`src/logic/spu_shift_pkg.sv`:
```
package spu_shift_pkg;

	// register file geometry
	localparam int reg_addr_w = 7;
	localparam int data_w = 128;
	localparam int reg_count = 128;

	// stages between issue and register write
	localparam int wb_depth = 4;

	// instruction fields
	localparam int op_w = 11;
	localparam int imm_w = 7;

	// lane geometry of the shift unit
	localparam int half_w = 16;
	localparam int word_w = 32;
	localparam int half_lanes = data_w / half_w;
	localparam int word_lanes = data_w / word_w;
	// masking never keeps more than six count bits
	localparam int cnt_w = 6;

	// register forms
	localparam logic [0:op_w-1] op_shlh = 11'b00001011111;
	localparam logic [0:op_w-1] op_shl = 11'b00001011011;
	localparam logic [0:op_w-1] op_roth = 11'b00001011100;
	localparam logic [0:op_w-1] op_rot = 11'b00001011000;
	localparam logic [0:op_w-1] op_rothm = 11'b00001011101;
	localparam logic [0:op_w-1] op_rotm = 11'b00001011001;
	localparam logic [0:op_w-1] op_rotmah = 11'b00001011110;
	localparam logic [0:op_w-1] op_rotma = 11'b00001011010;
	// immediate forms
	localparam logic [0:op_w-1] op_shli = 11'b00001111011;
	localparam logic [0:op_w-1] op_rothi = 11'b00001111100;
	localparam logic [0:op_w-1] op_roti = 11'b00001111000;
	localparam logic [0:op_w-1] op_rotmahi = 11'b00001111110;
	localparam logic [0:op_w-1] op_rotmai = 11'b00001111010;
	localparam logic [0:op_w-1] op_nop = 11'b00000000001;

	// issue controller states
	localparam int state_w = 2;
	localparam logic [state_w-1:0] st_reset_hold = 2'd0;
	localparam logic [state_w-1:0] st_issue = 2'd1;
	localparam logic [state_w-1:0] st_hazard_wait = 2'd2;

	// operation class shared by all lanes
	typedef enum logic [1:0] {
		shift_left,
		rotate,
		rotate_mask,
		rotate_mask_alg
	} shift_kind_t;

	// one 32-bit word, bit 0 is the msb
	// rb and imm7 occupy the same field
	typedef union packed {
		struct packed {
			logic [0:op_w-1] op;
			logic [0:reg_addr_w-1] rb;
			logic [0:reg_addr_w-1] ra;
			logic [0:reg_addr_w-1] rt;
		} rr;
		struct packed {
			logic [0:op_w-1] op;
			logic [0:imm_w-1] imm7;
			logic [0:reg_addr_w-1] ra;
			logic [0:reg_addr_w-1] rt;
		} ri7;
	} instr_t;

endpackage

```
`src/logic/spu_shift_rotate.sv`:
```
`timescale 1ns/100ps

module spu_shift_rotate (
	input logic [0:spu_shift_pkg::data_w-1] ra_data,
	input logic [0:spu_shift_pkg::data_w-1] rb_data,
	input logic [0:spu_shift_pkg::imm_w-1] imm7,
	input logic use_imm,
	input spu_shift_pkg::shift_kind_t kind,
	input logic word_mode,
	output logic [0:spu_shift_pkg::data_w-1] result
);

	logic [0:spu_shift_pkg::data_w-1] half_result;
	logic [0:spu_shift_pkg::data_w-1] word_result;

	// one lane, element right-aligned in x
	// word = 0 treats only x[15:0] as the element
	function automatic logic [31:0] lane_op(
		input logic [31:0] x,
		input logic [spu_shift_pkg::cnt_w-1:0] cnt,
		input spu_shift_pkg::shift_kind_t op_kind,
		input logic word
	);
		logic [6:0] w;
		logic [31:0] mask;
		logic [5:0] c_shl;
		logic [5:0] c_neg_raw;
		logic [5:0] c_neg;
		logic [4:0] c_rot;
		logic sign;
		logic [63:0] dbl;
		logic [63:0] sext;
		logic [63:0] ash;
		logic [31:0] r;

		w = word ? 7'd32 : 7'd16;
		mask = word ? 32'hffff_ffff : 32'h0000_ffff;

		// shift count, 5 bits for halfwords and 6 for words
		c_shl = word ? cnt : {1'b0, cnt[4:0]};
		// rotate-mask counts are negated before masking
		c_neg_raw = 6'd0 - cnt;
		c_neg = word ? c_neg_raw : {1'b0, c_neg_raw[4:0]};
		// rotate count wraps at the element width
		c_rot = word ? cnt[4:0] : {1'b0, cnt[3:0]};

		sign = word ? x[31] : x[15];

		// two copies side by side, the top element after a left shift is the rotation
		dbl = word ? {x, x} : {x[15:0], x[15:0], 32'h0};
		dbl = dbl << c_rot;

		// sign-extended to 64 bits so a count up to 63 fills with sign bits
		sext = word ? {{32{sign}}, x} : {{48{sign}}, x[15:0]};
		ash = $signed(sext) >>> c_neg;

		case (op_kind)
			spu_shift_pkg::shift_left: begin
				r = ({1'b0, c_shl} < w) ? ((x << c_shl) & mask) : '0;
			end
			spu_shift_pkg::rotate: begin
				r = word ? dbl[63:32] : {16'h0, dbl[63:48]};
			end
			spu_shift_pkg::rotate_mask: begin
				// logical right, past the width nothing is left
				r = ({1'b0, c_neg} < w) ? ((x & mask) >> c_neg) : '0;
			end
			default: begin
				// algebraic right
				r = ash[31:0] & mask;
			end
		endcase
		return r;
	endfunction

	// eight halfword lanes, lane 0 sits at bit 0
	for (genvar h = 0; h < spu_shift_pkg::half_lanes; h++) begin : g_half
		logic [spu_shift_pkg::cnt_w-1:0] cnt;
		logic [spu_shift_pkg::half_w-1:0] res;

		// low six bits of the rb lane, or of imm7 (sign extension only touches upper bits)
		assign cnt = use_imm ? imm7[1:spu_shift_pkg::imm_w-1]
			: rb_data[h*spu_shift_pkg::half_w+10 +: spu_shift_pkg::cnt_w];
		assign res = 16'(lane_op({16'h0, ra_data[h*spu_shift_pkg::half_w +: spu_shift_pkg::half_w]},
			cnt, kind, 1'b0));
		assign half_result[h*spu_shift_pkg::half_w +: spu_shift_pkg::half_w] = res;
	end

	// four word lanes
	for (genvar j = 0; j < spu_shift_pkg::word_lanes; j++) begin : g_word
		logic [spu_shift_pkg::cnt_w-1:0] cnt;
		logic [spu_shift_pkg::word_w-1:0] res;

		assign cnt = use_imm ? imm7[1:spu_shift_pkg::imm_w-1]
			: rb_data[j*spu_shift_pkg::word_w+26 +: spu_shift_pkg::cnt_w];
		assign res = lane_op(ra_data[j*spu_shift_pkg::word_w +: spu_shift_pkg::word_w],
			cnt, kind, 1'b1);
		assign word_result[j*spu_shift_pkg::word_w +: spu_shift_pkg::word_w] = res;
	end

	// width select
	assign result = word_mode ? word_result : half_result;

endmodule

```
`config.mk`:
```
export PLATFORM = sky130hd
export DESIGN_NAME = spu_shift_rotate
export DESIGN_NICKNAME = d
export VERILOG_FILES = /design/src/logic/spu_shift_pkg.sv /design/src/logic/spu_shift_rotate.sv
export SDC_FILE = /design/constraint.sdc
export NUM_CORES = 2
export LEC_CHECK = 0
export BUFFER_PORTS_ARGS = -buffer_cell sky130_fd_sc_hd__buf_4
export CAP_MARGIN = 20
export CORE_AREA = 2 2 314 316
export DETAILED_ROUTE_END_ITERATION = 10
export DIE_AREA = 0 0 316 318
export GPL_TIMING_DRIVEN = 0
export PLACE_DENSITY_LB_ADDON = 0.15
export SYNTH_ARGS = -nofsm -noshare
export SYNTH_HDL_FRONTEND = slang
export SYNTH_SLANG_ARGS = --single-unit
```
`constraint.sdc`:
```
create_clock -name vclk -period 12.8
set_input_delay 0.64 -clock vclk [all_inputs]
set_output_delay 0.64 -clock vclk [all_outputs]
set_load 0.02 [all_outputs]
```
==> results <==
- The run finished with clean final reports.
- The detailed router used layers up to and including met5.
- Along the worst path, the maximum fanout reaches 10.
- The required time of the worst setup path is 12.16 ns.
- The met3 wirelength from detailed routing is 42.01 mm.
- The number of gates resized after cts is 0.
- The wire length on met1 is 102.9 mm.
- STA classifies the critical path endpoint as an output pin.
- The area growth from synthesis to layout is 14.11%.
- The vias after detailed routing is 49610.
- The Yosys step of the flow raised 0 warnings.
- For the pin with the worst max-slew slack, the measured transition is 1.353 ns.
- The library cells used most frequently in the layout, excluding fill and tap cells, are sky130_fd_sc_hd__mux2i_1, sky130_fd_sc_hd__nand2_1, sky130_fd_sc_hd__a21oi_1.
- In the routed design, unresolved DRC markers number 0.
- By area the synthesized netlist is led by sky130_fd_sc_hd__mux2i_1, sky130_fd_sc_hd__mux4_2, sky130_fd_sc_hd__nand2_1.
- Buffers placed on the I/O ports in this run total 303.
- The HPWL reported at the end of detailed placement is 223.4 mm.
- The y dimension of the die is 318 um.
- The total number of placement rows is 115.
- In the synthesized netlist, the number of instances is 4747.
- The die area is 0.1005 mm^2.
- The post-synthesis cell type count is 99.
- The core area is 0.09741 mm^2.
- For the final routed database, the setup TNS stands at 0 ns.
- Dividing the detail-routed wire length by the instance count gives 43.51 um.
- The flip-flop and latch count is 0.
- The register area share after synthesis is 0%.
- The number of hold buffers added after CTS was 0.
- The initial antenna violation count is 30.
- The via count of the first global-routing pass is 45400.
- On the final layout, the worst hold slack is 2.109 ns.
- The number of nets in the synthesized netlist is 5022.
- After synthesis, the largest area contributor takes up 22.08% of total cell area.
- After layout, the worst path uses 68.73% of the clock period.
- The met2 wire length is 109.8 mm.
- Routability-driven placement finished with a final weighted congestion of 1.144.
- The library cell used most frequently in the layout, excluding fill and tap cells, is sky130_fd_sc_hd__mux2i_1.
- The cell area that synthesis handed to floorplanning was 0.03377 mm^2.
- The final count of pins violating max slew was 0.
- The data arrival time of the worst path is 8.16 ns.
- Entering global routing, the biggest net connects 11 pins.
- In the final layout, flip-flops and latches occupy 0 um^2.
- The number of fill cells in the layout is 10640.
- Once detail routing completed, the nets flagged for antenna violations numbered 0.
- The largest total area in the synthesized netlist belongs to sky130_fd_sc_hd__mux2i_1.
- The startpoint type of the worst setup path is a primary input.
- The number of placed I/O pins is 395.
- The max-capacitance violation count is 0.
- Subtracting the final worst setup slack from the clock period gives 8.798 ns.
- The number of setup buffers added after CTS is 0.
- In this run the mean area of a mapped cell was 7.113 um^2.
- Measured against its own limit, the worst slew margin works out to 9.816%.
- The net count of the finished layout is 5384.
- The upper clock frequency limit is 0.1137 GHz.
- The layout clock buffer count is 0.
- The first global-routing pass estimated 374.7 mm of wire.
- The post-route netlist has 18.17% of its cells at a drive strength greater than 1.
- The path class of the tightest hold or removal check is in -> out.
- The first-pass iteration count of the detailed router is 9.
- From left edge to right edge, the die measures 316 um.
- Setup violations remaining at the end of the flow were counted as 0.
- Setup repair after global routing left no endpoint under its margin.
- The final routed wirelength across all metal layers is 278.9 mm.
- The initial utilization of the core area, before any placement, comes to 34.66%.
- The via density per instance is 7.739.
- The path type of the worst setup path is in -> out.
- The final-report hold violation count is 0.
- The total routing resource utilization after global routing is 52.50%.
- The global route total overflow is 0.
- In this run, the number of DRC markers left after iteration 0 of detailed routing was 9316.
[critical path: stages]
cell                       delay, ns
sky130_fd_sc_hd__buf_6          0.20
sky130_fd_sc_hd__buf_6          0.32
sky130_fd_sc_hd__buf_6          0.32
sky130_fd_sc_hd__buf_6          0.31
sky130_fd_sc_hd__buf_6          0.37
sky130_fd_sc_hd__mux2_2         0.48
sky130_fd_sc_hd__inv_2          0.19
sky130_fd_sc_hd__buf_1          0.56
sky130_fd_sc_hd__ha_1           0.43
sky130_fd_sc_hd__clkbuf_1       0.69
sky130_fd_sc_hd__o21ai_1        0.39
sky130_fd_sc_hd__xnor2_1        0.84
sky130_fd_sc_hd__buf_2          0.39
sky130_fd_sc_hd__buf_1          0.53
sky130_fd_sc_hd__nand3_1        0.15
sky130_fd_sc_hd__o211a_1        0.15
sky130_fd_sc_hd__a211oi_1       0.83
sky130_fd_sc_hd__buf_4          0.29
[routing by layer]
layer / GRT usage (%) / vias to the layer above
met2: 73.26 / 4894
li1: - / 19240
met5: 0 / -
met1: 65.33 / 24230
met4: 34.50 / 28
met3: 22.02 / 1221
[area by class of cell]
type	instances	area (um^2)	area share [%]
diodes	17	42.54	0.1104
multi-input cells	4196	31320	81.29
repair buffers	360	3080	7.995
well taps	1287	1610	4.179
plain buffers	508	2311	5.998
inverters	43	165.2	0.4286
[synthesized netlist by cell type (37+ instances only)]
library cell,n
sky130_fd_sc_hd__nor2_1,363
sky130_fd_sc_hd__and2_1,50
sky130_fd_sc_hd__mux2_2,76
sky130_fd_sc_hd__a211oi_1,85
sky130_fd_sc_hd__nand2_1,652
sky130_fd_sc_hd__a21oi_1,378
sky130_fd_sc_hd__nor3_1,94
sky130_fd_sc_hd__mux2i_1,745
sky130_fd_sc_hd__a22oi_1,47
sky130_fd_sc_hd__a221oi_1,53
sky130_fd_sc_hd__nand3_1,168
sky130_fd_sc_hd__buf_2,126
sky130_fd_sc_hd__a31oi_1,126
sky130_fd_sc_hd__o211ai_1,70
sky130_fd_sc_hd__o221ai_1,37
sky130_fd_sc_hd__o21ai_0,308
sky130_fd_sc_hd__o22ai_1,74
sky130_fd_sc_hd__mux4_2,221
sky130_fd_sc_hd__clkbuf_1,285
sky130_fd_sc_hd__buf_1,49
[through the flow]
stage,cells,area [um^2],setup WS (ns),utilization [%]
floorplan,4747,33770,7.375,-
global placement,6337,37650,4.635,38.65
detailed placement,6391,38450,4.664,39.47
CTS,6391,38450,4.638,39.47
global route,6397,38500,4.206,39.52
finish,6411,38530,4.002,39.55
[kinds of logic (layout without fill, tap and decap cells)]
group / Yosys count / count (layout) / share of synthesized area, %
AND/OR/NAND/NOR: 1460 / 1460 / 18.73
AO/OA/AOI/OAI: 1615 / 1615 / 31.82
adder cells (fa/ha/maj): 8 / 8 / 0.2964
XOR/XNOR: 53 / 53 / 1.719
buffers and inverters: 551 / 911 / 7.281
other: 0 / 17 / 0
multiplexers: 1060 / 1060 / 40.15
[path summary, 6_finish.rpt]
check                    start           to  cells after the start
hold / removal    rb_data[108]  result[110]                      6
setup / recovery       use_imm  result[127]                     18
