**src/logic/spu_shift_pkg.sv**
```systemverilog
package spu_shift_pkg;

	// register file geometry
	localparam int reg_addr_w = 7;
	localparam int data_w = 128;
	localparam int reg_count = 128;

	// stages between issue and register write
	localparam int wb_depth = 4;

	// instruction fields
	localparam int op_w = 11;
	localparam int imm_w = 7;

	// lane geometry of the shift unit
	localparam int half_w = 16;
	localparam int word_w = 32;
	localparam int half_lanes = data_w / half_w;
	localparam int word_lanes = data_w / word_w;
	// masking never keeps more than six count bits
	localparam int cnt_w = 6;

	// register forms
	localparam logic [0:op_w-1] op_shlh = 11'b00001011111;
	localparam logic [0:op_w-1] op_shl = 11'b00001011011;
	localparam logic [0:op_w-1] op_roth = 11'b00001011100;
	localparam logic [0:op_w-1] op_rot = 11'b00001011000;
	localparam logic [0:op_w-1] op_rothm = 11'b00001011101;
	localparam logic [0:op_w-1] op_rotm = 11'b00001011001;
	localparam logic [0:op_w-1] op_rotmah = 11'b00001011110;
	localparam logic [0:op_w-1] op_rotma = 11'b00001011010;
	// immediate forms
	localparam logic [0:op_w-1] op_shli = 11'b00001111011;
	localparam logic [0:op_w-1] op_rothi = 11'b00001111100;
	localparam logic [0:op_w-1] op_roti = 11'b00001111000;
	localparam logic [0:op_w-1] op_rotmahi = 11'b00001111110;
	localparam logic [0:op_w-1] op_rotmai = 11'b00001111010;
	localparam logic [0:op_w-1] op_nop = 11'b00000000001;

	// issue controller states
	localparam int state_w = 2;
	localparam logic [state_w-1:0] st_reset_hold = 2'd0;
	localparam logic [state_w-1:0] st_issue = 2'd1;
	localparam logic [state_w-1:0] st_hazard_wait = 2'd2;

	// operation class shared by all lanes
	typedef enum logic [1:0] {
		shift_left,
		rotate,
		rotate_mask,
		rotate_mask_alg
	} shift_kind_t;

	// one 32-bit word, bit 0 is the msb
	// rb and imm7 occupy the same field
	typedef union packed {
		struct packed {
			logic [0:op_w-1] op;
			logic [0:reg_addr_w-1] rb;
			logic [0:reg_addr_w-1] ra;
			logic [0:reg_addr_w-1] rt;
		} rr;
		struct packed {
			logic [0:op_w-1] op;
			logic [0:imm_w-1] imm7;
			logic [0:reg_addr_w-1] ra;
			logic [0:reg_addr_w-1] rt;
		} ri7;
	} instr_t;

endpackage

```
**src/logic/spu_result_pipe.sv**
```systemverilog
`timescale 1ns/100ps

module spu_result_pipe (
	input logic clk,
	input logic reset,
	input logic issue_we,
	input logic [0:spu_shift_pkg::reg_addr_w-1] issue_rt,
	input logic [0:spu_shift_pkg::data_w-1] result,
	input logic [0:spu_shift_pkg::reg_addr_w-1] ra_addr,
	input logic [0:spu_shift_pkg::reg_addr_w-1] rb_addr,
	input logic uses_rb,
	output logic hazard,
	output logic wb_we,
	output logic [0:spu_shift_pkg::reg_addr_w-1] wb_addr,
	output logic [0:spu_shift_pkg::data_w-1] wb_data
);

	localparam int last = spu_shift_pkg::wb_depth - 1;

	// stage 0 is the youngest
	logic [0:last] st_we;
	logic [0:spu_shift_pkg::reg_addr_w-1] st_addr [spu_shift_pkg::wb_depth];
	logic [0:spu_shift_pkg::data_w-1] st_data [spu_shift_pkg::wb_depth];

	// enables shift every cycle, bubbles enter while issue is stalled
	always_ff @(posedge clk) begin
		if (reset) begin
			st_we <= '0;
		end else begin
			st_we <= {issue_we, st_we[0:last-1]};
		end
	end

	always_ff @(posedge clk) begin
		st_addr[0] <= issue_rt;
		st_data[0] <= result;
		for (int s = 1; s < spu_shift_pkg::wb_depth; s++) begin
			st_addr[s] <= st_addr[s-1];
			st_data[s] <= st_data[s-1];
		end
	end

	// read-after-write against every pending write, the last stage too
	// since the file only takes its value at the next edge
	always_comb begin
		hazard = 1'b0;
		for (int s = 0; s < spu_shift_pkg::wb_depth; s++) begin
			if (st_we[s] && ((st_addr[s] == ra_addr) || (uses_rb && (st_addr[s] == rb_addr)))) begin
				hazard = 1'b1;
			end
		end
	end

	// oldest stage drives the file
	assign wb_we = st_we[last];
	assign wb_addr = st_addr[last];
	assign wb_data = st_data[last];

	// a real write must carry a known target and value out of the pipe
	property p_wb_known;
		@(posedge clk) disable iff (reset)
		!$isunknown(wb_we) && (!wb_we || !$isunknown({wb_addr, wb_data}));
	endproperty
	a_wb_known: assert property (p_wb_known)
		else $error("unknown write-back at r%0d", wb_addr);

endmodule

```
**config.mk**
```make
export PLATFORM = sky130hd
export DESIGN_NAME = spu_result_pipe
export DESIGN_NICKNAME = d
export VERILOG_FILES = /design/src/logic/spu_shift_pkg.sv /design/src/logic/spu_result_pipe.sv
export SDC_FILE = /design/constraint.sdc
export NUM_CORES = 1
export LEC_CHECK = 0
export ABC_AREA = 1
export BUFFER_PORTS_ARGS = -buffer_cell sky130_fd_sc_hd__buf_2
export CORE_ASPECT_RATIO = 1.25
export CORE_MARGIN = 1.5
export CORE_UTILIZATION = 50
export CTS_CLUSTER_SIZE = 16
export DETAILED_ROUTE_END_ITERATION = 7
export PLACE_DENSITY = 0.86
export SLEW_MARGIN = 5
export SYNTH_ARGS = -nofsm -noshare
export SYNTH_HDL_FRONTEND = slang
export SYNTH_SLANG_ARGS = --single-unit
```
**constraint.sdc**
```tcl
create_clock -name clk -period 1.4 [get_ports clk]
set_input_delay 0.14 -clock clk [delete_from_list [all_inputs] [get_ports clk]]
set_output_delay 0.14 -clock clk [all_outputs]
set_load 0.03 [all_outputs]
```
==> qor.csv, run 1 <==
metric;value;unit
grt_pass1_wl;36.36;mm
vias_per_cell;4.229;
p_leak;7.713;nW
drv_cap;0;
power_density;1854;nW/um^2
ir_worst_vdd;1.391;mV
hold_violations;0;
worstSetupStartpointType;flip-flop;
syn_area_per_cell;15.53;sq um
rsz0062_at_grt;true;
clk_path_buf_depth;3;
fp.coreArea;23190;sq um
crit_buf_inv;2;
rrSetupSlack;830;ps
critPathKind;reg2out;
worstMarginPinSlew;206.3;ps
synthToLayoutAreaGrowth;40.55;%
synth_seq_area_share;0.9164;
antenna_left;0;
antenna_found_initial;1;
hp-start;result[33];
cts_tree;yes;
chipWidth;140.9;um
cp_top_family;simple AND/OR/NAND/NOR gates;
row_count;62;
synth_top_area_frac;0.9164;
hold_depth;2;
clk_latency;530;ps
ff2ff_path_depth;2;
grt_max_degree;17;
cts_buffers;46;
gr-total-overflow;0;
layout.nets;1388;
crit_path_frequent_cell;nand2_1;
port_buffers;289;
synth_area_leaders;dfxtp_1 92%, nand2_1 3.5%, xnor2_1 1.8%, inv_1 1.2%, nor2_1 0.69%;
cts_setup_buffers;0;
r2r-start;st_we[1];
violations;setup timing;
routed_wl;24.18;mm
cts.clk_slew.worst_paths;70;ps
yosysUniqueCellTypes;13;
netlist_area;11880;sq um
postSynthCellCount;765;
start_util;0.5124;
grt_pass1_vias;7321;
clock-sinks;544;
crit_required;1260;ps
hpwl;14.16;mm
first_pass_iters;4;
min_period;1915;ps
post-route-drc-count;0;
max_freq;522.2;MHz
ys_ff_latch;544;
critPathMaxStageDelay;370;ps
syn_nets;918;
cp-end-kind;output port;
hold-worst-slack;238.4;ps
outcome;complete, but fails checks;
drtIter0Drc;177;
die_area;24710;sq um
io_pins;290;
timing.final.ws_setup;-515.1;ps
fin_crit_sh;1.368;
root_buffer;clkbuf_16;
worstPathCellList;xnor2_2, nand2_1, nor2_2, nand2_1, nand2_1, nand2_1, nand2_1, inv_1, nand2_1, buf_6;
fp.dieH;175.4;um
path_max_fanout;4;
drv_slew;0;
hold_path.class;in2reg;
track_usage;0.1934;
cp_data_arrival_time;1780;ps
maxSlewHeadroom;0.8623;
yosysTopAreaCell;dfxtp_1;
gp_congestion;0.8236;
final.setup_skew;9.389;ps
setup_viol;1;
hold_end;st_data[0][94];
fin_setup_tns;-515.1;ps
r2r-end;st_we[2];
vias;6585;
layout-drive-gt1-share;0.3226;
fillCellCount;1403;
avgRoutedWirePerCell;15.53;um
ys.warnings.count;0;
htreeDepth;2;
cpMaxStageDelayCell;dfxtp_4;
power.total;30.97;mW
-- synth_stat cells (all sizes together) --
| library cell | n |
|---|---|
| dfxtp | 544 |
| nand2 | 111 |
| inv | 43 |
| xnor2 | 25 |
| nor2 | 24 |
| clkbuf | 4 |
| clkinv | 4 |
| xor2 | 4 |
| nand3 | 3 |
| a21oi | 2 |
| nand4 | 1 |
-- through the flow --
step | utilization | instances | instance area (sq um) | setup slack, ps
global route | 0.7201 | 1557 | 16700 | -676.0
detailed placement | 0.5898 | 1338 | 13680 | 9.948
CTS | 0.7178 | 1556 | 16650 | -481.8
global placement | 0.5898 | 1338 | 13680 | 76.35
floorplan | - | 765 | 11890 | 91.02
finish | 0.7201 | 1557 | 16700 | -515.1
-- registers in the layout, summed over array words and instances (netlist names) --
register	count
st_addr	28
st_data	512
st_we	4
-- power by group --
part / switching [mW] / internal [mW] / total (mW)
clock network: 5.27 / 7.64 / 12.9
registers: 0.255 / 16.3 / 16.6
logic: 0.845 / 0.651 / 1.50
-- per-layer routing --
metal	global-route usage	part of all wire	vias to the layer above
met5	0	0	-
li1	-	-	3247
met2	0.3896	0.56	268
met3	0.04662	0.061	82
met1	0.1745	0.34	2988
met4	0.09852	0.045	0
-- placed cells by master, fill, tap and decap left out, types with 11 or more instances in the layout --
cell type and n:
dfxtp_1 521, buf_2 288, dlygate4sd3_1 137, nand2_1 106, clkbuf_16 47, inv_1 32, xnor2_1 22, nor2_1 20
dfxtp_2 19, clkbuf_8 14, inv_2 11
-- logic make-up (layout without fill, tap and decap cells) --
family,after synthesis,after routing,share of synthesized area
AO/OA/AOI/OAI,2,2,0.0008423
XOR/XNOR,29,29,0.02137
buffers and inverters,51,554,0.01653
flip-flops,544,544,0.9164
other,0,1,0
AND/OR/NAND/NOR,139,139,0.04485
-- worst max-delay path by stage --
stage,startpoint,to,depth (start not counted)
2_1_floorplan,st_addr[3][5],hazard,12
3_3_place_gp,rb_addr[1],hazard,13
3_5_place_dp,st_addr[2][0],hazard,10
4_1_cts,st_addr[2][0],hazard,13
5_1_grt,st_addr[2][1],hazard,12
6_report,st_addr[2][0],hazard,10
-- final cells by class --
cell class	instances	area, sq um	area share
inverter	47	176.4	0.01056
sequential	544	10930	0.6544
tap	288	360.3	0.02157
antenna	1	2.502	0.0001498
multi-input combinational	170	837.1	0.05012
clock inverter	13	177.7	0.01064
clock buffer	68	1395	0.08353
timing repair buffer	426	2824	0.1691
-- timing repair --
item | 4_1_cts | 5_1_grt
pin swaps | 0 | 9
hold buffers | 137 | 0
gates resized for setup | 12 | 26
setup endpoints to repair | 1 | 1
endpoints found under the hold margin | 139 | 0
Note: power is estimated with default switching activity, not from simulation.
==> run 2, diff against run 1 <==
- CORE_ASPECT_RATIO: 1.25 -> default
==> run 2 against run 1 <==
Compared with the run above: the run still ends with setup timing left; clock power hardly changed; clock skew hardly changed; worst setup slack better by 61 ps; count of clock-buffer cells in the layout is 3 lower; cell count is 2.1% higher; maximum frequency is 3.3% higher; non-clock buffer count stayed put; sequential share of layout area hardly changed; critical path depth is 1 higher.
==> qor.csv, run 2 (synthesis results as in run 1) <==
metric;value;unit;change
drv_cap;0;;unchanged
routed_wl;23.93;mm;was 24.18 mm
worstSetupStartpointType;flip-flop;;unchanged
chipWidth;157.2;um;was 140.9 um
fp.coreArea;23400;sq um;was 23190 sq um
avgRoutedWirePerCell;15.06;um;was 15.53 um
outcome;complete, but fails checks;;unchanged
antenna_found_initial;0;;was 1
r2r-start;st_we[1];;unchanged
layout.nets;1389;;was 1388
clk_path_buf_depth;3;;unchanged
crit_path_start;st_addr[1][5];;was st_addr[2][0]
cts_buffers;47;;was 46
hp-start;result[60];;was result[33]
grt_pass1_vias;7191;;was 7321
largest-register;st_data;;unchanged
placed_area;13720;sq um;was 13680 sq um
reg_top3;st_data (512), st_addr (28), st_we (4);;unchanged
htreeDepth;2;;unchanged
final_cell_mix;522 x dfxtp_1, 288 x buf_2, 137 x dlygate4sd3_1;;was 521 x dfxtp_1, 288 x buf_2, 137 x dlygate4sd3_1
violations;setup timing;;unchanged
antenna_left;0;;unchanged
grt_pass1_wl;35.50;mm;was 36.36 mm
worstMarginPinSlew;215.9;ps;was 206.3 ps
gr-total-overflow;0;;unchanged
power.total;30.85;mW;was 30.97 mW
grt_max_degree;16;;was 17
cp_data_arrival_time;1710;ps;was 1780 ps
hold_path.class;in2reg;;unchanged
cts_tree;yes;;unchanged
post-route-drc-count;0;;unchanged
port_buffers;289;;unchanged
cts.clk_slew.worst_paths;70;ps;about the same
clock-sinks;544;;unchanged
track_usage;0.1904;;was 0.1934
p_leak;7.693;nW;was 7.713 nW
layout-drive-gt1-share;0.3110;;was 0.3226
final.setup_skew;9.180;ps;was 9.389 ps
drv_slew;0;;unchanged
fin_crit_sh;1.324;;was 1.368
first_pass_iters;4;;unchanged
synthToLayoutAreaGrowth;40.45;%;was 40.55%
min_period;1854;ps;was 1915 ps
drtIter0Drc;236;;was 177
start_util;0.5078;;was 0.5124
hold_violations;0;;unchanged
fp.dieH;157.2;um;was 175.4 um
layout_commonest_cell;dfxtp_1;;unchanged
crit_required;1260;ps;about the same
setup_viol;1;;unchanged
timing.final.ws_setup;-454.2;ps;was -515.1 ps
power_density;1848;nW/um^2;was 1854 nW/um^2
io_pins;290;;unchanged
ir_worst_vdd;1.246;mV;was 1.391 mV
fin_area;16690;sq um;was 16700 sq um
maxSlewHeadroom;0.8571;;was 0.8623
path_max_fanout;4;;unchanged
vias_per_cell;4.144;;was 4.229
row_count;56;;was 62
rsz0062_at_grt;true;;unchanged
cts_setup_buffers;0;;unchanged
root_buffer;clkbuf_16;;unchanged
cp-end-kind;output port;;unchanged
largest_register_ffs;512;;unchanged
critPathKind;reg2out;;unchanged
max_freq;539.3;MHz;was 522.2 MHz
antenna_cells;0;;was 1
die_area;24700;sq um;was 24710 sq um
clk_latency;540;ps;was 530 ps
fin_setup_tns;-454.2;ps;was -515.1 ps
hpwl;13.96;mm;was 14.16 mm
vias;6585;;unchanged
gp_congestion;0.8618;;was 0.8236
run 2: changes by cell type in the layout (fill, tap and decap cells not counted), sizes merged:
cell | previous run | this run
clkbuf | 68 | 65
clkinv | 10 | 14
clkinvlp | 2 | 3
diode | 1 | 0
run 2: power breakdown:
part           switching, mW  internal [mW]
Sequential             0.253           16.3
Clock                   5.33           7.47
Combinational          0.839          0.644
Total                   6.42           24.4
run 2: per-stage QoR:
step | setup WS, ps | utilization | cells | hold WS, ps
after detailed placement | 37.47 | 0.5862 | 1369 | 243.6
after global routing | -591.7 | 0.7132 | 1589 | 220.4
after floorplan | 91.02 | - | 765 | 167.7
after CTS | -454.0 | 0.7125 | 1589 | 214.3
after global placement | 67.32 | 0.5862 | 1369 | 241.9
final | -454.2 | 0.7132 | 1589 | 236.1
run 2: layout make-up:
class | count | area [sq um]
clock buffer | 65 | 1345
sequential | 544 | 10930
clock inverter | 18 | 216.5
tap | 319 | 399.1
multi-input combinational | 170 | 802.0
inverter | 47 | 176.4
timing repair buffer | 426 | 2824
fill | 1483 | 6711
run 2: worst paths after layout:
| path | endpoint | slack (ps) | cells after the start |
|---|---|---|---|
| max | hazard | -450 | 11 |
| max reg2reg | st_we[2] | 900 | 2 |
| min reg2reg | st_data[2][94] | 320 | 0 |
| min | st_data[0][67] | 240 | 2 |
run 2: routing by layer:
| metal | vias up | track usage | wire length (um) |
|---|---|---|---|
| li1 | 3249 | - | - |
| met1 | 3021 | 0.1749 | 8093 |
| met2 | 234 | 0.3742 | 13230 |
| met3 | 81 | 0.05286 | 1429 |
| met4 | 0 | 0.1006 | 1176 |
| met5 | - | 0 | 0 |
run 2: critical path, stage by stage (launching register included):
cell and delay, ps:
dfxtp_1 390, nor2_1 70, nor2_1 100, nand2_1 70
nor2_1 90, nand2_1 70, nand2_1 80, nand2_1 50
nand2_1 50, inv_1 30, nand2_1 60, buf_6 130
run 2: what timing repair did:
action | in CTS | in global routing
hold endpoints to repair | 139 | 0
pin swaps | 1 | 0
resized for setup | 17 | 7
hold buffers | 137 | 0
setup endpoints to repair | 1 | 1
==> run 3, diff against run 2 <==
- ABC_AREA: 1 -> default
- PLACE_DENSITY: 0.86 -> 0.87
- REMOVE_ABC_BUFFERS: default -> 1
==> run 3 against run 2 <==
Compared with the run above: the flow still finishes with violations (setup timing); global-route usage increased by 0.052 points; register-to-register slack got worse by 70 ps; clock power up 5%; die area decreased by 2.3%; count of clock-buffer cells in the layout up 8; cell count down 9.8%; sequential power about the same; core utilization grew 1.4 points; non-clock buffer count grew 2; sequential share of layout area increased by 0.55 points; largest power group unchanged.
==> qor.csv, run 3 <==
metric;value;unit;change
outcome;complete, but fails checks;;unchanged
violations;setup timing;;unchanged
layout-drive-gt1-share;0.3444;;was 0.3110
synth_seq_area_share;0.9384;;was 0.9164
yosysUniqueCellTypes;10;;was 13
worstSetupStartpointType;flip-flop;;unchanged
largest-register;st_data;;unchanged
syn_area_per_cell;18.19;sq um;was 15.53 sq um
synthMuxAreaShare;0;;unchanged
final_cell_mix;533 x dfxtp_1, 288 x buf_2, 137 x dlygate4sd3_1;;was 522 x dfxtp_1, 288 x buf_2, 137 x dlygate4sd3_1
avgRoutedWirePerCell;16.26;um;was 15.06 um
worstMarginPinSlew;281.3;ps;was 215.9 ps
chipWidth;155.3;um;was 157.2 um
cp_data_arrival_time;1760;ps;was 1710 ps
cts_buffers;49;;was 47
gp_congestion;0.8260;;was 0.8618
placed_area;13370;sq um;was 13720 sq um
max_freq;526.2;MHz;was 539.3 MHz
crit_required;1260;ps;about the same
synth_xor_xnor_area_share;0.04226;;was 0.02137
synth.most_common_cell;dfxtp_1;;unchanged
setup_viol;1;;unchanged
critPathMaxStageDelay;330;ps;was 390 ps
fp.dieH;155.3;um;was 157.2 um
first_pass_iters;4;;unchanged
synthTopCellsByCount;544 x dfxtp_1, 44 x xnor2_1, 13 x nand4_1, 12 x xor2_1, 7 x buf_2;;was 544 x dfxtp_1, 111 x nand2_1, 38 x inv_1, 25 x xnor2_1, 22 x nor2_1
maxSlewHeadroom;0.8109;;was 0.8571
multi_input_area;734.5;sq um;was 802.0 sq um
rrSetupSlack;830;ps;was 900 ps
worstPathCellList;xnor2_1, nand4_1, nor2_1, o21ai_1, nand4_1, buf_6;;was nor2_1, nor2_1, nand2_1, nor2_1, nand2_1, nand2_1, nand2_1, nand2_1, inv_1, nand2_1, buf_6
synthAdderAreaFrac;0;;unchanged
crit_buf_inv;1;;was 2
synth_top_family_by_area;XOR/XNOR gates;;was simple AND/OR/NAND/NOR gates
min_period;1901;ps;was 1854 ps
ir_worst_vdd;1.699;mV;was 1.246 mV
ys.flop_type;dfxtp_1;;unchanged
netlist_area;11600;sq um;was 11880 sq um
cp_top_family;simple AND/OR/NAND/NOR gates;;unchanged
seqCellArea;10900;sq um;was 10930 sq um
synth_compound_area_frac;0.001725;;was 0.0008423
critPathKind;reg2out;;unchanged
synth_top_area_frac;0.9384;;was 0.9164
synth_edf_count;0;;unchanged
routed_wl;23.30;mm;was 23.93 mm
grt_max_degree;16;;unchanged
grt_pass1_vias;6761;;was 7191
hpwl;13.49;mm;was 13.96 mm
drv_cap;0;;unchanged
htreeDepth;2;;unchanged
timing.final.ws_setup;-500.5;ps;was -454.2 ps
track_usage;0.1909;;was 0.1904
postSynthCellCount;638;;was 765
clk_latency;530;ps;was 540 ps
gr-total-overflow;0;;unchanged
grt_pass1_wl;34.71;mm;was 35.50 mm
power.total;31.38;mW;was 30.85 mW
synthToLayoutAreaGrowth;42.32;%;was 40.45%
fp.coreArea;22710;sq um;was 23400 sq um
synthSimpleGateAreaFrac;0.01261;;was 0.04485
die_area;24130;sq um;was 24700 sq um
post-route-drc-count;0;;unchanged
io_pins;290;;unchanged
synth_area_leaders;dfxtp_1 94%, xnor2_1 3.3%, xor2_1 0.91%, nand4_1 0.70%, buf_2 0.30%;;was dfxtp_1 92%, nand2_1 3.5%, xnor2_1 1.8%, inv_1 1.2%, nor2_1 0.69%
fillCellCount;1368;;was 1483
fin_crit_sh;1.358;;was 1.324
hold_path.class;in2reg;;unchanged
layout_commonest_cell;dfxtp_1;;unchanged
hold-worst-slack;232.9;ps;was 236.1 ps
row_count;55;;was 56
yosysTopAreaCell;dfxtp_1;;unchanged
vias;6029;;was 6585
crit_path_frequent_cell;nand4_1;;was nand2_1
start_util;0.5110;;was 0.5078
cts_setup_buffers;0;;unchanged
layout.nets;1261;;was 1389
synthArstFlopShare;0;;unchanged
drtIter0Drc;230;;was 236
cts.clk_slew.worst_paths;70;ps;about the same
fin_area;16520;sq um;was 16690 sq um
drv_slew;0;;unchanged
cpMaxStageDelayCell;dfxtp_2;;was dfxtp_1
rsz0062_at_grt;true;;unchanged
antenna_found_initial;1;;was 0
hold_violations;0;;unchanged
reg_top3;st_data (512), st_addr (28), st_we (4);;unchanged
path_max_fanout;3;;was 4
antenna_left;0;;unchanged
cp-end-kind;output port;;unchanged
port_buffers;289;;unchanged
largest_register_ffs;512;;unchanged
ys_ff_latch;544;;unchanged
final.setup_skew;17.92;ps;was 9.180 ps
vias_per_cell;4.207;;was 4.144
p_leak;7.343;nW;was 7.693 nW
cts_tree;yes;;unchanged
clk_path_buf_depth;3;;unchanged
ys.warnings.count;0;;unchanged
root_buffer;clkbuf_16;;unchanged
clock-sinks;544;;unchanged
power_density;1900;nW/um^2;was 1848 nW/um^2
## run 3: changes by cell type in the layout (fill, tap and decap cells not counted), sizes merged, moves of 4 or more
cell,change
nand2,-111
inv,-42
nor2,-20
xnor2,+19
nand4,+12
clkbuf,+8
xor2,+8
clkinv,-6
nor2b,+4
nor4,+4
o21ai,+4
## run 3: cells by family after synthesis
group	Yosys count
flip-flops	544
XOR/XNOR	56
AND/OR/NAND/NOR	25
buffers and inverters	9
AO/OA/AOI/OAI	4
## run 3: worst paths after layout
check / endpoint / cells after the start / from
worst max-delay path: hazard / 6 / st_addr[2][2]
worst min-delay path: st_data[0][79] / 2 / result[48]
worst max register to register: st_we[2] / 1 / st_we[1]
worst min register to register: st_data[1][47] / 0 / st_data[0][47]
## run 3: per-stage QoR
stage          TNS, ps  setup WS [ps]    util  instances
6_report        -500.5         -500.5  0.7273       1433
5_1_grt         -544.9         -544.9  0.7273       1433
4_1_cts         -573.7         -573.7  0.7238       1432
3_5_place_dp    -125.2         -125.2  0.5885       1205
3_3_place_gp         0          23.25  0.5885       1205
2_1_floorplan   -44.59         -44.59       -        629
## run 3: what timing repair did
action,in CTS,in global routing
resized for setup,6,18
endpoints found under the setup margin,1,1
hold endpoints to repair,139,0
hold buffers,137,0
pin swaps,3,2
## run 3: area by class of cell
cell class / count / area share
repair buffers: 428 / 0.1719
clock buffers: 73 / 0.09008
multi-input cells: 85 / 0.04447
well taps: 285 / 0.02159
diodes: 1 / 0.0001515
flip-flops and latches: 544 / 0.6602
clock inverters: 17 / 0.01159
## run 3: report_power, final
| part | leakage [nW] | switching, mW | internal (mW) |
|---|---|---|---|
| clock network | 0.821 | 5.43 | 7.94 |
| logic | 1.93 | 0.789 | 0.655 |
| registers | 4.59 | 0.253 | 16.3 |
| total | 7.34 | 6.47 | 24.9 |
## run 3: layer usage
metal | vias up | track usage | share of wire
met2 | 239 | 0.3778 | 0.56
li1 | 2936 | - | -
met5 | - | 0 | 0
met4 | 0 | 0.09751 | 0.041
met3 | 68 | 0.05376 | 0.061
met1 | 2786 | 0.1745 | 0.33
