File: config.mk
export PLATFORM = sky130hd
export DESIGN_NAME = spu_issue_ctrl
export DESIGN_NICKNAME = d
export VERILOG_FILES = /design/src/logic/spu_shift_pkg.sv /design/src/logic/spu_issue_ctrl.sv
export SDC_FILE = /design/constraint.sdc
export NUM_CORES = 1
export LEC_CHECK = 0
export CAP_MARGIN = 20
export CELL_PAD_IN_SITES_DETAIL_PLACEMENT = 1
export CELL_PAD_IN_SITES_GLOBAL_PLACEMENT = 2
export CORE_MARGIN = 2
export CORE_UTILIZATION = 42
export CTS_CLUSTER_SIZE = 12
export DETAILED_ROUTE_END_ITERATION = 7
export DONT_BUFFER_PORTS = 1
export HOLD_SLACK_MARGIN = 0.05
export PLACE_DENSITY = 0.86
export SYNTH_ARGS = -nofsm -noshare
export SYNTH_HDL_FRONTEND = slang
export SYNTH_SLANG_ARGS = --single-unit
export TNS_END_PERCENT = 50
File: constraint.sdc
create_clock -name clk -period 4.2 [get_ports clk]
set_clock_uncertainty 0.1 [all_clocks]
set_input_delay 0.42 -clock clk [delete_from_list [all_inputs] [get_ports clk]]
set_output_delay 0.42 -clock clk [all_outputs]
set_load 0.05 [all_outputs]
File: src/logic/spu_shift_pkg.sv
package spu_shift_pkg;

	// register file geometry
	localparam int reg_addr_w = 7;
	localparam int data_w = 128;
	localparam int reg_count = 128;

	// stages between issue and register write
	localparam int wb_depth = 4;

	// instruction fields
	localparam int op_w = 11;
	localparam int imm_w = 7;

	// lane geometry of the shift unit
	localparam int half_w = 16;
	localparam int word_w = 32;
	localparam int half_lanes = data_w / half_w;
	localparam int word_lanes = data_w / word_w;
	// masking never keeps more than six count bits
	localparam int cnt_w = 6;

	// register forms
	localparam logic [0:op_w-1] op_shlh = 11'b00001011111;
	localparam logic [0:op_w-1] op_shl = 11'b00001011011;
	localparam logic [0:op_w-1] op_roth = 11'b00001011100;
	localparam logic [0:op_w-1] op_rot = 11'b00001011000;
	localparam logic [0:op_w-1] op_rothm = 11'b00001011101;
	localparam logic [0:op_w-1] op_rotm = 11'b00001011001;
	localparam logic [0:op_w-1] op_rotmah = 11'b00001011110;
	localparam logic [0:op_w-1] op_rotma = 11'b00001011010;
	// immediate forms
	localparam logic [0:op_w-1] op_shli = 11'b00001111011;
	localparam logic [0:op_w-1] op_rothi = 11'b00001111100;
	localparam logic [0:op_w-1] op_roti = 11'b00001111000;
	localparam logic [0:op_w-1] op_rotmahi = 11'b00001111110;
	localparam logic [0:op_w-1] op_rotmai = 11'b00001111010;
	localparam logic [0:op_w-1] op_nop = 11'b00000000001;

	// issue controller states
	localparam int state_w = 2;
	localparam logic [state_w-1:0] st_reset_hold = 2'd0;
	localparam logic [state_w-1:0] st_issue = 2'd1;
	localparam logic [state_w-1:0] st_hazard_wait = 2'd2;

	// operation class shared by all lanes
	typedef enum logic [1:0] {
		shift_left,
		rotate,
		rotate_mask,
		rotate_mask_alg
	} shift_kind_t;

	// one 32-bit word, bit 0 is the msb
	// rb and imm7 occupy the same field
	typedef union packed {
		struct packed {
			logic [0:op_w-1] op;
			logic [0:reg_addr_w-1] rb;
			logic [0:reg_addr_w-1] ra;
			logic [0:reg_addr_w-1] rt;
		} rr;
		struct packed {
			logic [0:op_w-1] op;
			logic [0:imm_w-1] imm7;
			logic [0:reg_addr_w-1] ra;
			logic [0:reg_addr_w-1] rt;
		} ri7;
	} instr_t;

endpackage

File: src/logic/spu_issue_ctrl.sv
`timescale 1ns/100ps

module spu_issue_ctrl (
	input logic clk,
	input logic reset,
	input logic in_valid,
	input spu_shift_pkg::instr_t in_instr,
	input logic in_squash,
	output logic in_ready,
	input logic hazard,
	output logic [0:spu_shift_pkg::reg_addr_w-1] ra_addr,
	output logic [0:spu_shift_pkg::reg_addr_w-1] rb_addr,
	output logic issue_we,
	output logic [0:spu_shift_pkg::reg_addr_w-1] issue_rt,
	output spu_shift_pkg::shift_kind_t kind,
	output logic word_mode,
	output logic use_imm,
	output logic [0:spu_shift_pkg::imm_w-1] imm7,
	output logic uses_rb
);

	logic [spu_shift_pkg::state_w-1:0] state;
	logic [spu_shift_pkg::state_w-1:0] state_next;
	spu_shift_pkg::instr_t held_instr;
	logic held_valid;
	spu_shift_pkg::instr_t cur;
	logic writes;
	logic accept;
	logic go;

	// an empty holding register shows the incoming word
	// so the hazard check already covers the next candidate
	assign cur = held_valid ? held_instr : in_instr;

	// both views of the same word
	assign ra_addr = cur.rr.ra;
	assign rb_addr = cur.rr.rb;
	assign issue_rt = cur.rr.rt;
	assign imm7 = cur.ri7.imm7;

	always_comb begin
		uses_rb = 1'b0;
		use_imm = 1'b0;
		writes = 1'b0;
		case (cur.rr.op)
			spu_shift_pkg::op_shlh, spu_shift_pkg::op_shl,
			spu_shift_pkg::op_roth, spu_shift_pkg::op_rot,
			spu_shift_pkg::op_rothm, spu_shift_pkg::op_rotm,
			spu_shift_pkg::op_rotmah, spu_shift_pkg::op_rotma: begin
				uses_rb = 1'b1;
				writes = 1'b1;
			end
			spu_shift_pkg::op_shli, spu_shift_pkg::op_rothi, spu_shift_pkg::op_roti,
			spu_shift_pkg::op_rotmahi, spu_shift_pkg::op_rotmai: begin
				use_imm = 1'b1;
				writes = 1'b1;
			end
			// nop and anything unknown pass through as bubbles
			default: begin
				writes = 1'b0;
			end
		endcase
	end

	// operation class and element width
	always_comb begin
		case (cur.rr.op)
			spu_shift_pkg::op_roth, spu_shift_pkg::op_rot,
			spu_shift_pkg::op_rothi, spu_shift_pkg::op_roti: kind = spu_shift_pkg::rotate;
			spu_shift_pkg::op_rothm, spu_shift_pkg::op_rotm: kind = spu_shift_pkg::rotate_mask;
			spu_shift_pkg::op_rotmah, spu_shift_pkg::op_rotma,
			spu_shift_pkg::op_rotmahi, spu_shift_pkg::op_rotmai: begin
				kind = spu_shift_pkg::rotate_mask_alg;
			end
			default: kind = spu_shift_pkg::shift_left;
		endcase
		word_mode = cur.rr.op inside {spu_shift_pkg::op_shl, spu_shift_pkg::op_rot,
			spu_shift_pkg::op_rotm, spu_shift_pkg::op_rotma, spu_shift_pkg::op_shli,
			spu_shift_pkg::op_roti, spu_shift_pkg::op_rotmai};
	end

	// held word leaves once its sources are settled in the file
	assign go = held_valid && !hazard;
	assign issue_we = go && writes;
	assign in_ready = (state != spu_shift_pkg::st_reset_hold) && !hazard;
	assign accept = in_valid && in_ready;

	always_comb begin
		state_next = state;
		case (state)
			spu_shift_pkg::st_reset_hold: state_next = spu_shift_pkg::st_issue;
			spu_shift_pkg::st_issue: begin
				if (held_valid && hazard) begin
					state_next = spu_shift_pkg::st_hazard_wait;
				end
			end
			spu_shift_pkg::st_hazard_wait: begin
				if (!hazard) begin
					state_next = spu_shift_pkg::st_issue;
				end
			end
			default: state_next = spu_shift_pkg::st_reset_hold;
		endcase
	end

	always_ff @(posedge clk) begin
		if (reset) begin
			state <= spu_shift_pkg::st_reset_hold;
			held_valid <= 1'b0;
		end else begin
			state <= state_next;
			// squash from a taken branch leaves a bubble
			if (accept) begin
				held_valid <= !in_squash;
			end else if (go) begin
				held_valid <= 1'b0;
			end
		end
	end

	always_ff @(posedge clk) begin
		if (accept) begin
			held_instr <= in_instr;
		end
	end

	// the wait state always parks a word in the slot and never swaps it
	property p_wait_keeps_word;
		@(posedge clk) disable iff (reset)
		state == spu_shift_pkg::st_hazard_wait |-> held_valid && $stable(held_instr);
	endproperty
	a_wait_keeps_word: assert property (p_wait_keeps_word)
		else $error("hazard wait without a stable held word");

endmodule

==> summary.md, run 1 <==
| Metric | Value |
|---|---|
| Reg power frac | `49.3%` |
| Capturing point of the worst reg2reg path | `held_instr[11]` |
| Quantity of I/O buffers inserted on ports | `0` |
| Drc violations | `0` |
| Ratio of routed vias to standard cells | `5.644` |
| Slowest stage cell on the critical path | `a221oi_2` |
| Minimum clock period | `2725 ps` |
| Layout Cell Area excl Fill | `1772 um2` |
| Setup crit start kind | `flip-flop` |
| Share of synthesized area occupied by flip-flops and latches | `63.16%` |
| TritonCTS clock tree | `yes` |
| Number of buffers between clock root and the deepest sink | `2` |
| Average instance area after synthesis | `14.97 um2` |
| Count of instances resized after the clock tree is built | `0` |
| # hold bufs at CTS | `0` |
| End point of the worst hold path | `state[1]` |
| Post-CTS clock slew at the launch and capture registers of the worst setup and hold paths | `70 ps` |
| Mapped Nets | `145` |
| Count of distinct cell types in the synthesized netlist | `27` |
| H-tree level count | `2` |
| Share of total power in combinational logic | `12.2%` |
| TritonCTS Buffers | `5` |
| Global routing usage summed across all routing layers | `14.18%` |
| DIE WIDTH | `66.04 um` |
| Worst setup slack for register-to-register paths | `2440 ps` |
| Core ar. | `3689 um2` |
| Fin nets | `148` |
| CTS Root Buffer Type | `clkbuf_8` |
| Pwr dens | `453.8 nW/um2` |
| Boundary Pins | `72` |
| Cell leakage power | `0.5783 nW` |
| Outcome | `finished, final reports clean` |
| Setup_tns | `0 ps` |
| Via count of the first global-routing pass | `906` |
| First-iteration detailed-routing DRC count | `31` |
| Number of endpoints with negative hold slack in the final report | `0` |
| Top achievable clock speed | `366.9 MHz` |
| Mean routed wirelength per cell | `18.64 um` |
| Total wire length after detailed routing | `2983 um` |
| Crit Path Category | `flip-flop to primary output` |
| Hold path cells | `1` |
| First-pass GRT wire length | `4395 um` |
| Beginning of the critical path | `held_valid` |
| CP max FO | `13` |
| Number of maximum-capacitance violations | `0` |
| Weighted congestion at the end of routability-driven global placement | `0.7731` |
| Final number of max-transition violations | `0` |
| Flops & latches, synth | `35` |
| Count of antenna diodes in the layout | `0` |
| Initial antenna violation count | `0` |
| Type of the most critical hold path | `input pin to flip-flop` |
| Die ar. | `4361 um2` |
| Crit path required time | `3680 ps` |
| Warnings, synthesis | `0` |
| Post CTS Setup Buffer Count | `0` |
| Share of final-layout standard cells stronger than drive strength 1 | `36.61%` |
| Std-Cell Rows | `22` |
| GR Overflow Total | `0` |
| Final-layout fill cell count | `380` |
| Worst EP arrival | `2210 ps` |
| Final ANT Viol Nets | `0` |
| Worst min-delay path startpoint | `reset` |
| Pin count of the biggest net entering global routing | `33` |
| Starting Density | `43.83%` |
| Final clock period utilization by the worst path | `64.89%` |
| Total number of clock tree sinks | `35` |
| Area delta synth->final | `9.598%` |
| Switching power total | `0.0002021 W` |
| Total placed instance area | `1654 um2` |
| Die boundary height | `66.04 um` |
| R2R depth | `3` |
| DP HPWL | `2118 um` |
| Switching Share | `25.14%` |
| Worst VDD drop | `0.0002102 V` |
| Routed via count | `903` |
| First-pass DRT Iterations | `4` |
| Worst slew pin tran | `968.1 ps` |
| Crit Reg-Reg Startpoint | `state[0]` |
| Relative slew slack | `44.30%` |
| Cell count after synthesis | `108` |
| Clock latency reported for the late side of the worst-skew pair | `280 ps` |
| Cell Chain, Critical Path | `and4_1, nand2_1, a221oi_2` |
| Final setup violating endpoints | `0` |
| Internal power component | `0.0006018 W` |
| Clock network fraction of total power | `38.5%` |
| Max stage delay on crit path | `860 ps` |
| Unrepaired setup endpoints after global routing | `no` |
| Syn Std Cell Area | `1617 um2` |
| Sort of element at the end of the critical path | `primary output` |
==> worst max-delay path, delay by kind of cell (launching register included) <==
family | cells | cell delay [ps]
compound gates | 1 | 860
flops | 1 | 630
simple gates | 2 | 430
==> per-layer routing <==
metal  track usage (%)  wire, um  up-vias
met5                 0         0        -
met4             6.888        48        0
met3             6.303       267        6
met2             21.72      1420       42
met1             16.98      1247      438
li1                  -         -      417
==> synthesized netlist by cell type <==
library cell	count	share of area [%]
buf_2	3	0.93
nor4_2	1	0.77
a221oi_1	2	1.1
and2_1	1	0.39
nor2b_1	6	2.3
o21ai_0	3	0.93
nor3b_1	3	1.4
a22oi_1	2	0.93
nand4_2	1	0.77
inv_1	4	0.93
nor2_1	2	0.46
and4_1	1	0.54
a32oi_1	1	0.54
dfxtp_1	3	3.7
o21a_1	1	0.46
o21ba_2	1	0.62
a211oi_1	1	0.46
a311oi_1	1	0.54
o211ai_1	1	0.46
edfxtp_1	32	59
nand2_1	3	0.70
a311o_1	1	0.62
a21oi_1	2	0.62
buf_4	8	3.7
mux2_2	22	15
nor4_1	1	0.39
a221oi_2	1	0.93
==> state kept, by name (all words and copies together) (netlist names) <==
signal	count
state	2
held_instr	32
held_valid	1
==> cell usage in the layout (no fill, tap or decap) <==
master,count
dfxtp_1,3
a211oi_1,1
nor3b_1,3
o21ba_2,1
nor4_2,1
nand4_2,1
a21oi_1,2
edfxtp_1,32
nor2_1,2
o211ai_1,1
buf_4,7
clkbuf_8,6
mux2_2,22
a221oi_2,1
bufinv_16,1
clkinv_2,1
a32oi_1,1
a311oi_1,1
inv_1,4
o21a_1,1
o21ai_0,3
nor4_1,1
nor2b_1,6
a221oi_1,2
and2_1,1
a311o_1,1
a22oi_1,2
and4_1,1
nand2_1,3
==> power groups by stage <==
stage	Sequential [W]	Clock, W	Combinational, W
floorplan	0.000402	0	0.0000995
global placement	0.000403	0	0.0000976
detailed placement	0.000404	0	0.0000982
CTS	0.000396	0.000318	0.0000985
global route	0.000397	0.000332	0.000101
finish	0.000396	0.000310	0.0000980
==> kinds of logic (layout without fill, tap and decap cells) <==
logic type             count (synthesis)  after routing  share of synthesized area, %
DFF                                   35             35                         63.16
muxes                                 22             22                         15.33
and+or+nand+nor                       19             19                         7.741
AOI/OAI and AO/OA                     17             17                         8.205
buffers and inverters                 15             19                         5.572
==> area by class of cell <==
cell class                 instances  area (um2)  area share [%]
timing repair buffer               7       52.55           2.966
tap                               48       60.06           3.390
clock buffer                       6       82.58           4.661
multi-input combinational         58       505.5           28.53
inverter                           4       15.01          0.8475
sequential                        35        1021           57.63
clock inverter                     2       35.03           1.977
==> through the flow <==
| step | std cells | total power, W | worst slack [ps] | hold WS, ps | utilization [%] |
|---|---|---|---|---|---|
| global placement | 152 | 0.0005011 | 1813 | 396.7 | 44.84 |
| detailed placement | 152 | 0.0005022 | 1760 | 400.6 | 44.84 |
| CTS | 160 | 0.0008129 | 1428 | 94.39 | 48.03 |
| global route | 160 | 0.0008301 | 1326 | 87.90 | 48.03 |
| floorplan | 108 | 0.0005016 | 1510 | 389.3 | - |
| finish | 160 | 0.0008039 | 1475 | 104.1 | 48.03 |
==> how the worst max path moves through the flow <==
stage              end  cells after the start
6_report       kind[1]                      3
5_1_grt        kind[1]                      3
4_1_cts        kind[1]                      3
3_5_place_dp   kind[1]                      3
3_3_place_gp   kind[1]                      3
2_1_floorplan  kind[0]                      3
Power figures use the tool's default switching activity.
==> run 2, diff against run 1 <==
--- a/config.mk
+++ b/config.mk
@@ -9,12 +9,12 @@
 export CELL_PAD_IN_SITES_DETAIL_PLACEMENT = 1
 export CELL_PAD_IN_SITES_GLOBAL_PLACEMENT = 2
 export CORE_MARGIN = 2
-export CORE_UTILIZATION = 42
+export CORE_UTILIZATION = 39
 export CTS_CLUSTER_SIZE = 12
 export DETAILED_ROUTE_END_ITERATION = 7
 export DONT_BUFFER_PORTS = 1
 export HOLD_SLACK_MARGIN = 0.05
-export PLACE_DENSITY = 0.86
+export PLACE_DENSITY = 0.81
 export SYNTH_ARGS = -nofsm -noshare
 export SYNTH_HDL_FRONTEND = slang
 export SYNTH_SLANG_ARGS = --single-unit
==> constraint.sdc (replaced) <==
create_clock -name clk -period 2.6 [get_ports clk]
set_clock_uncertainty 0.1 [all_clocks]
set_input_delay 0.26 -clock clk [delete_from_list [all_inputs] [get_ports clk]]
set_output_delay 0.26 -clock clk [all_outputs]
set_load 0.05 [all_outputs]
==> run 2 against run 1 <==
  * Worst setup slack got worse by 1300 ps
  * Global-route usage increased by 2.8 points
  * Die area increased by 7.2%
  * Cell count increased by 29%
  * Sequential power increased by 62%
  * Clock power increased by 21%
  * Clock-buffer cell count increased by 1
  * Non-clock buffer count increased by 44
  * Critical path type unchanged
==> summary.md, run 2 (synthesized netlist as in run 1, its figures left out) <==
| Metric | Value |
|---|---|
| Crit Reg-Reg Startpoint | `state[0]` |
| Boundary Pins | `72` |
| Type of the most critical hold path | `input pin to flip-flop` |
| Number of endpoints with negative hold slack in the final report | `0` |
| Weighted congestion at the end of routability-driven global placement | `0.7979` |
| Worst EP arrival | `2020 ps` |
| Total number of clock tree sinks | `35` |
| Post CTS Setup Buffer Count | `0` |
| Mean routed wirelength per cell | `18.50 um` |
| Switching power total | `0.0003344 W` |
| Cell Count, Final, Fillers Out | `206` |
| Internal power component | `0.0008925 W` |
| Share of total power in combinational logic | `17.3%` |
| Hold path cells | `2` |
| Unrepaired setup endpoints after global routing | `no` |
| Post-CTS clock slew at the launch and capture registers of the worst setup and hold paths | `70 ps` |
| Fin nets | `192` |
| Count of antenna diodes in the layout | `0` |
| Setup crit start kind | `flip-flop` |
| Worst setup slack for register-to-register paths | `670 ps` |
| First-pass DRT Iterations | `3` |
| End point of the worst hold path | `state[0]` |
| TritonCTS clock tree | `yes` |
| Cell Count Post-Placement | `163` |
| Routed via count | `1,083` |
| Ratio of routed vias to standard cells | `5.257` |
| DP HPWL | `2350 um` |
| Pin count of the biggest net entering global routing | `29` |
| Die boundary height | `68.38 um` |
| Multi-input gate area in the final layout | `505.5 um2` |
| Number of flip-flops under the largest register name | `32` |
| Quantity of I/O buffers inserted on ports | `0` |
| Biggest registers after layout | `held_instr x32, state x2, held_valid x1` |
| Switching Share | `27.26%` |
| Sequential Area | `1021 um2` |
| Initial antenna violation count | `0` |
| Relative slew slack | `62.17%` |
| Outcome | `finished, final reports clean` |
| GR Overflow Total | `0` |
| Final number of max-transition violations | `0` |
| Worst VDD drop | `0.0003335 V` |
| Number of maximum-capacitance violations | `0` |
| Commonest non-fill, non-tap cell in the layout | `dlygate4sd3_1` |
| Core ar. | `4000 um2` |
| Drc violations | `0` |
| Top achievable clock speed | `419.6 MHz` |
| DIE WIDTH | `68.38 um` |
| H-tree level count | `2` |
| Die ar. | `4676 um2` |
| Area delta synth->final | `33.36%` |
| Number of buffers between clock root and the deepest sink | `2` |
| Setup_tns | `0 ps` |
| Reg with most FFs | `held_instr` |
| First-pass GRT wire length | `5595 um` |
| Total wire length after detailed routing | `3810 um` |
| Final ANT Viol Nets | `0` |
| Final-layout fill cell count | `419` |
| Capturing point of the worst reg2reg path | `held_instr[0]` |
| Final setup violating endpoints | `0` |
| Clock network fraction of total power | `30.5%` |
| Global routing usage summed across all routing layers | `17.02%` |
| Pwr dens | `569.1 nW/um2` |
| Cell leakage power | `0.7526 nW` |
| CP max FO | `17` |
| Most frequent cells in the layout | `dlygate4sd3_1 (35), edfxtp_1 (32), mux2_2 (22), buf_4 (16), nor2b_1 (6)` |
| Worst min-delay path startpoint | `hazard` |
| Clock latency reported for the late side of the worst-skew pair | `280 ps` |
| Share of final-layout standard cells stronger than drive strength 1 | `30.77%` |
| CTS Root Buffer Type | `clkbuf_8` |
| Reg power frac | `52.2%` |
| Minimum clock period | `2383 ps` |
| Via count of the first global-routing pass | `1,188` |
| TritonCTS Buffers | `5` |
| Crit path required time | `2240 ps` |
| Starting Density | `40.41%` |
| Sort of element at the end of the critical path | `primary output` |
| First-iteration detailed-routing DRC count | `46` |
| Std-Cell Rows | `23` |
| Crit Path Category | `flip-flop to primary output` |
| R2R depth | `3` |
| Final clock period utilization by the worst path | `91.65%` |
| Worst slew pin tran | `566.7 ps` |
-- run 2: cell types whose count changed in the layout (fill, tap and decap cells not counted), sizes merged --
cell         change
clkbuf           +1
buf              +9
dlygate4sd3     +35
bufinv           -1
-- run 2: worst max-delay path by stage --
stage,cells past startpoint,to,from
floorplan,3,kind[0],held_instr[28]
global placement,4,uses_rb,held_valid
detailed placement,4,uses_rb,held_valid
CTS,4,uses_rb,held_valid
global route,4,uses_rb,held_valid
finish,4,uses_rb,held_valid
-- run 2: power by group through the flow --
| stage | clock, W | combinational (W) | sequential (W) |
|---|---|---|---|
| global route | 0.000407 | 0.000221 | 0.000642 |
| floorplan | 0 | 0.000161 | 0.000650 |
| CTS | 0.000385 | 0.000212 | 0.000641 |
| detailed placement | 0 | 0.000168 | 0.000654 |
| finish | 0.000374 | 0.000212 | 0.000641 |
| global placement | 0 | 0.000167 | 0.000652 |
-- run 2: worst max-delay path, cell delays in order, from the launching register on --
cell and delay [ps]:
dfxtp_1 680, and4_1 270, nand2_1 170, a221oi_1 350, buf_4 260
-- run 2: what timing repair did --
item                      in CTS  in global routing
hold buffers                  35                  0
hold endpoints to repair      35                  0
gates resized for setup        0                  0
-- run 2: area by class of cell --
class / instances / share of cell area [%]
Sequential cell: 35 / 47.36
Multi-Input combinational cell: 58 / 23.45
Timing Repair Buffer: 51 / 21.82
Clock buffer: 7 / 3.540
Tap cell: 50 / 2.902
Inverter: 4 / 0.6965
Clock inverter: 1 / 0.2322
-- run 2: through the flow --
step           area (um2)  hold slack (ps)  utilization (%)  setup WS [ps]  total power, W
2_1_floorplan        1617            232.4                -          203.2       0.0008102
3_3_place_gp         1724            234.5            43.10          662.2       0.0008187
3_5_place_dp         1724            236.0            43.10          536.3       0.0008218
4_1_cts              2156            53.72            53.89          215.0        0.001238
5_1_grt              2156            50.94            53.89          58.45        0.001270
6_report             2156            60.21            53.89          217.1        0.001227
-- run 2: metal layers --
| metal | vias up | wire, um | share of wire, % | track usage (%) |
|---|---|---|---|---|
| li1 | 505 | - | - | - |
| met4 | 0 | 38 | 1.0 | 7.500 |
| met5 | - | 0 | 0 | 0 |
| met2 | 32 | 2197 | 58 | 32.21 |
| met3 | 4 | 208 | 5.5 | 4.112 |
| met1 | 542 | 1366 | 36 | 17.41 |
==> run 3, diff against run 2 <==
--- a/config.mk
+++ b/config.mk
@@ -6,7 +6,7 @@
 export NUM_CORES = 1
 export LEC_CHECK = 0
 export CAP_MARGIN = 20
-export CELL_PAD_IN_SITES_DETAIL_PLACEMENT = 1
+export CELL_PAD_IN_SITES_DETAIL_PLACEMENT = 0
 export CELL_PAD_IN_SITES_GLOBAL_PLACEMENT = 2
 export CORE_MARGIN = 2
 export CORE_UTILIZATION = 39
==> run 3 against run 2 <==
  * Hold slack better by 210 ps
  * Sequential share of layout area unchanged
  * Worst setup slack better by 50 ps
  * Non-clock buffer count unchanged
  * Final area unchanged
  * Via count down 1.9%
  * Register-to-register slack better by 30 ps
==> summary.md, run 3 (synthesized netlist as in run 1, its figures left out) <==
| Metric | Value |
|---|---|
| Final clock period utilization by the worst path | `89.74%` |
| Utilization of the core after routing | `53.89%` |
| Starting Density | `40.41%` |
| Area delta synth->final | `33.36%` |
| Die boundary height | `68.38 um` |
| Setup crit start kind | `flip-flop` |
| Final ANT Viol Nets | `0` |
| Total wire length after detailed routing | `3338 um` |
| Number of maximum-capacitance violations | `0` |
| Mean routed wirelength per cell | `16.20 um` |
| Cell leakage power | `0.7526 nW` |
| Cell Count, Final, Fillers Out | `206` |
| Cell Chain, Critical Path | `and4_1, nand2_1, a221oi_2, buf_4` |
| Crit Path Category | `flip-flop to primary output` |
| Via count of the first global-routing pass | `1,106` |
| Die ar. | `4676 um2` |
| Setup_tns | `0 ps` |
| Pwr dens | `568.0 nW/um2` |
| Minimum clock period | `2333 ps` |
| Biggest registers after layout | `held_instr x32, state x2, held_valid x1` |
| Max stage delay on crit path | `670 ps` |
| First-pass GRT wire length | `5064 um` |
| Number of endpoints with negative hold slack in the final report | `0` |
| Number of buffers between clock root and the deepest sink | `2` |
| Crit path required time | `2240 ps` |
| Reg with most FFs | `held_instr` |
| Crit Reg-Reg Startpoint | `state[0]` |
| Type of the most critical hold path | `input pin to flip-flop` |
| Worst EP arrival | `1970 ps` |
| Crit path buf inv count | `1` |
| Commonest non-fill, non-tap cell in the layout | `dlygate4sd3_1` |
| Weighted congestion at the end of routability-driven global placement | `0.7979` |
| Routed via count | `1,062` |
| Initial antenna violation count | `0` |
| Count of antenna diodes in the layout | `0` |
| TritonCTS Buffers | `5` |
| Final-layout fill cell count | `362` |
| Fin worst setup slack | `266.7 ps` |
| Clock latency reported for the late side of the worst-skew pair | `280 ps` |
| CP max FO | `17` |
| Boundary Pins | `72` |
| Std-Cell Rows | `23` |
| Share of final-layout standard cells stronger than drive strength 1 | `30.77%` |
| DP HPWL | `2194 um` |
| First-iteration detailed-routing DRC count | `36` |
| Beginning of the critical path | `held_valid` |
| Total number of clock tree sinks | `35` |
| Quantity of I/O buffers inserted on ports | `0` |
| TritonCTS clock tree | `yes` |
| Core ar. | `4000 um2` |
| Worst min-delay path startpoint | `in_valid` |
| Global routing usage summed across all routing layers | `15.37%` |
| Relative slew slack | `63.02%` |
| Worst setup slack for register-to-register paths | `700 ps` |
| DIE WIDTH | `68.38 um` |
| Drc violations | `0` |
| Pin count of the biggest net entering global routing | `29` |
| Cell Count Post-Placement | `163` |
| Top achievable clock speed | `428.6 MHz` |
| Critical path's top delay family | `flip-flops` |
| Worst slew pin tran | `554.0 ps` |
| Fin nets | `192` |
| Worst slack at placement | `559.1 ps` |
| Final number of max-transition violations | `0` |
| Outcome | `finished, final reports clean` |
| Post-CTS clock slew at the launch and capture registers of the worst setup and hold paths | `70 ps` |
| Final setup violating endpoints | `0` |
| Most frequent cells in the layout | `dlygate4sd3_1 (35), edfxtp_1 (32), mux2_2 (22), buf_4 (16), nor2b_1 (6)` |
| Sort of element at the end of the critical path | `primary output` |
| First-pass DRT Iterations | `4` |
| Unrepaired setup endpoints after global routing | `no` |
| Number of flip-flops under the largest register name | `32` |
| GR Overflow Total | `0` |
| Count of instances resized after the clock tree is built | `0` |
| Worst VDD drop | `0.0002916 V` |
| CTS Root Buffer Type | `clkbuf_8` |
| Slowest stage cell on the critical path | `dfxtp_1` |
| H-tree level count | `2` |
| Ratio of routed vias to standard cells | `5.155` |
==> run 3: cell counts in the layout (fill, tap and decap cells not counted) <==
No cell type changed its count.
==> run 3: path summary, 6_finish.rpt <==
path,end,depth (start not counted)
min,held_instr[23],1
min reg2reg,state[0],1
max,kind[1],4
max reg2reg,held_instr[20],3
==> run 3: area by class of cell <==
cell class | count | area, um2 | share of cell area, %
Multi-Input combinational cell | 58 | 505.5 | 23.45
Sequential cell | 35 | 1021 | 47.36
Clock inverter | 1 | 5.005 | 0.2322
Tap cell | 50 | 62.56 | 2.902
Timing Repair Buffer | 51 | 470.5 | 21.82
Clock buffer | 7 | 76.32 | 3.540
Inverter | 4 | 15.01 | 0.6965
==> run 3: timing repair <==
action / CTS / global route
hold buffers: 35 / 0
setup buffers: 0 / 0
hold endpoints to repair: 35 / 0
==> run 3: report_power, final <==
group | internal [W] | switching [W]
Combinational | 0.0000717 | 0.000139
Sequential | 0.000633 | 0.00000716
Clock | 0.000188 | 0.000186
==> run 3: per-stage QoR <==
stage	cell area (um2)	hold slack, ps	total power [W]
floorplan	1617	232.4	0.0008102
global placement	1724	234.5	0.0008187
detailed placement	1724	238.3	0.0008212
CTS	2156	263.2	0.001240
global route	2156	258.0	0.001274
finish	2156	267.7	0.001225
==> run 3: layer usage <==
metal	part of all wire (%)	vias to the layer above	GRT usage, %
met3	5.8	5	5.757
met5	0	-	0
met4	1.4	0	6.000
met1	39	516	17.05
li1	-	504	-
met2	54	37	26.44
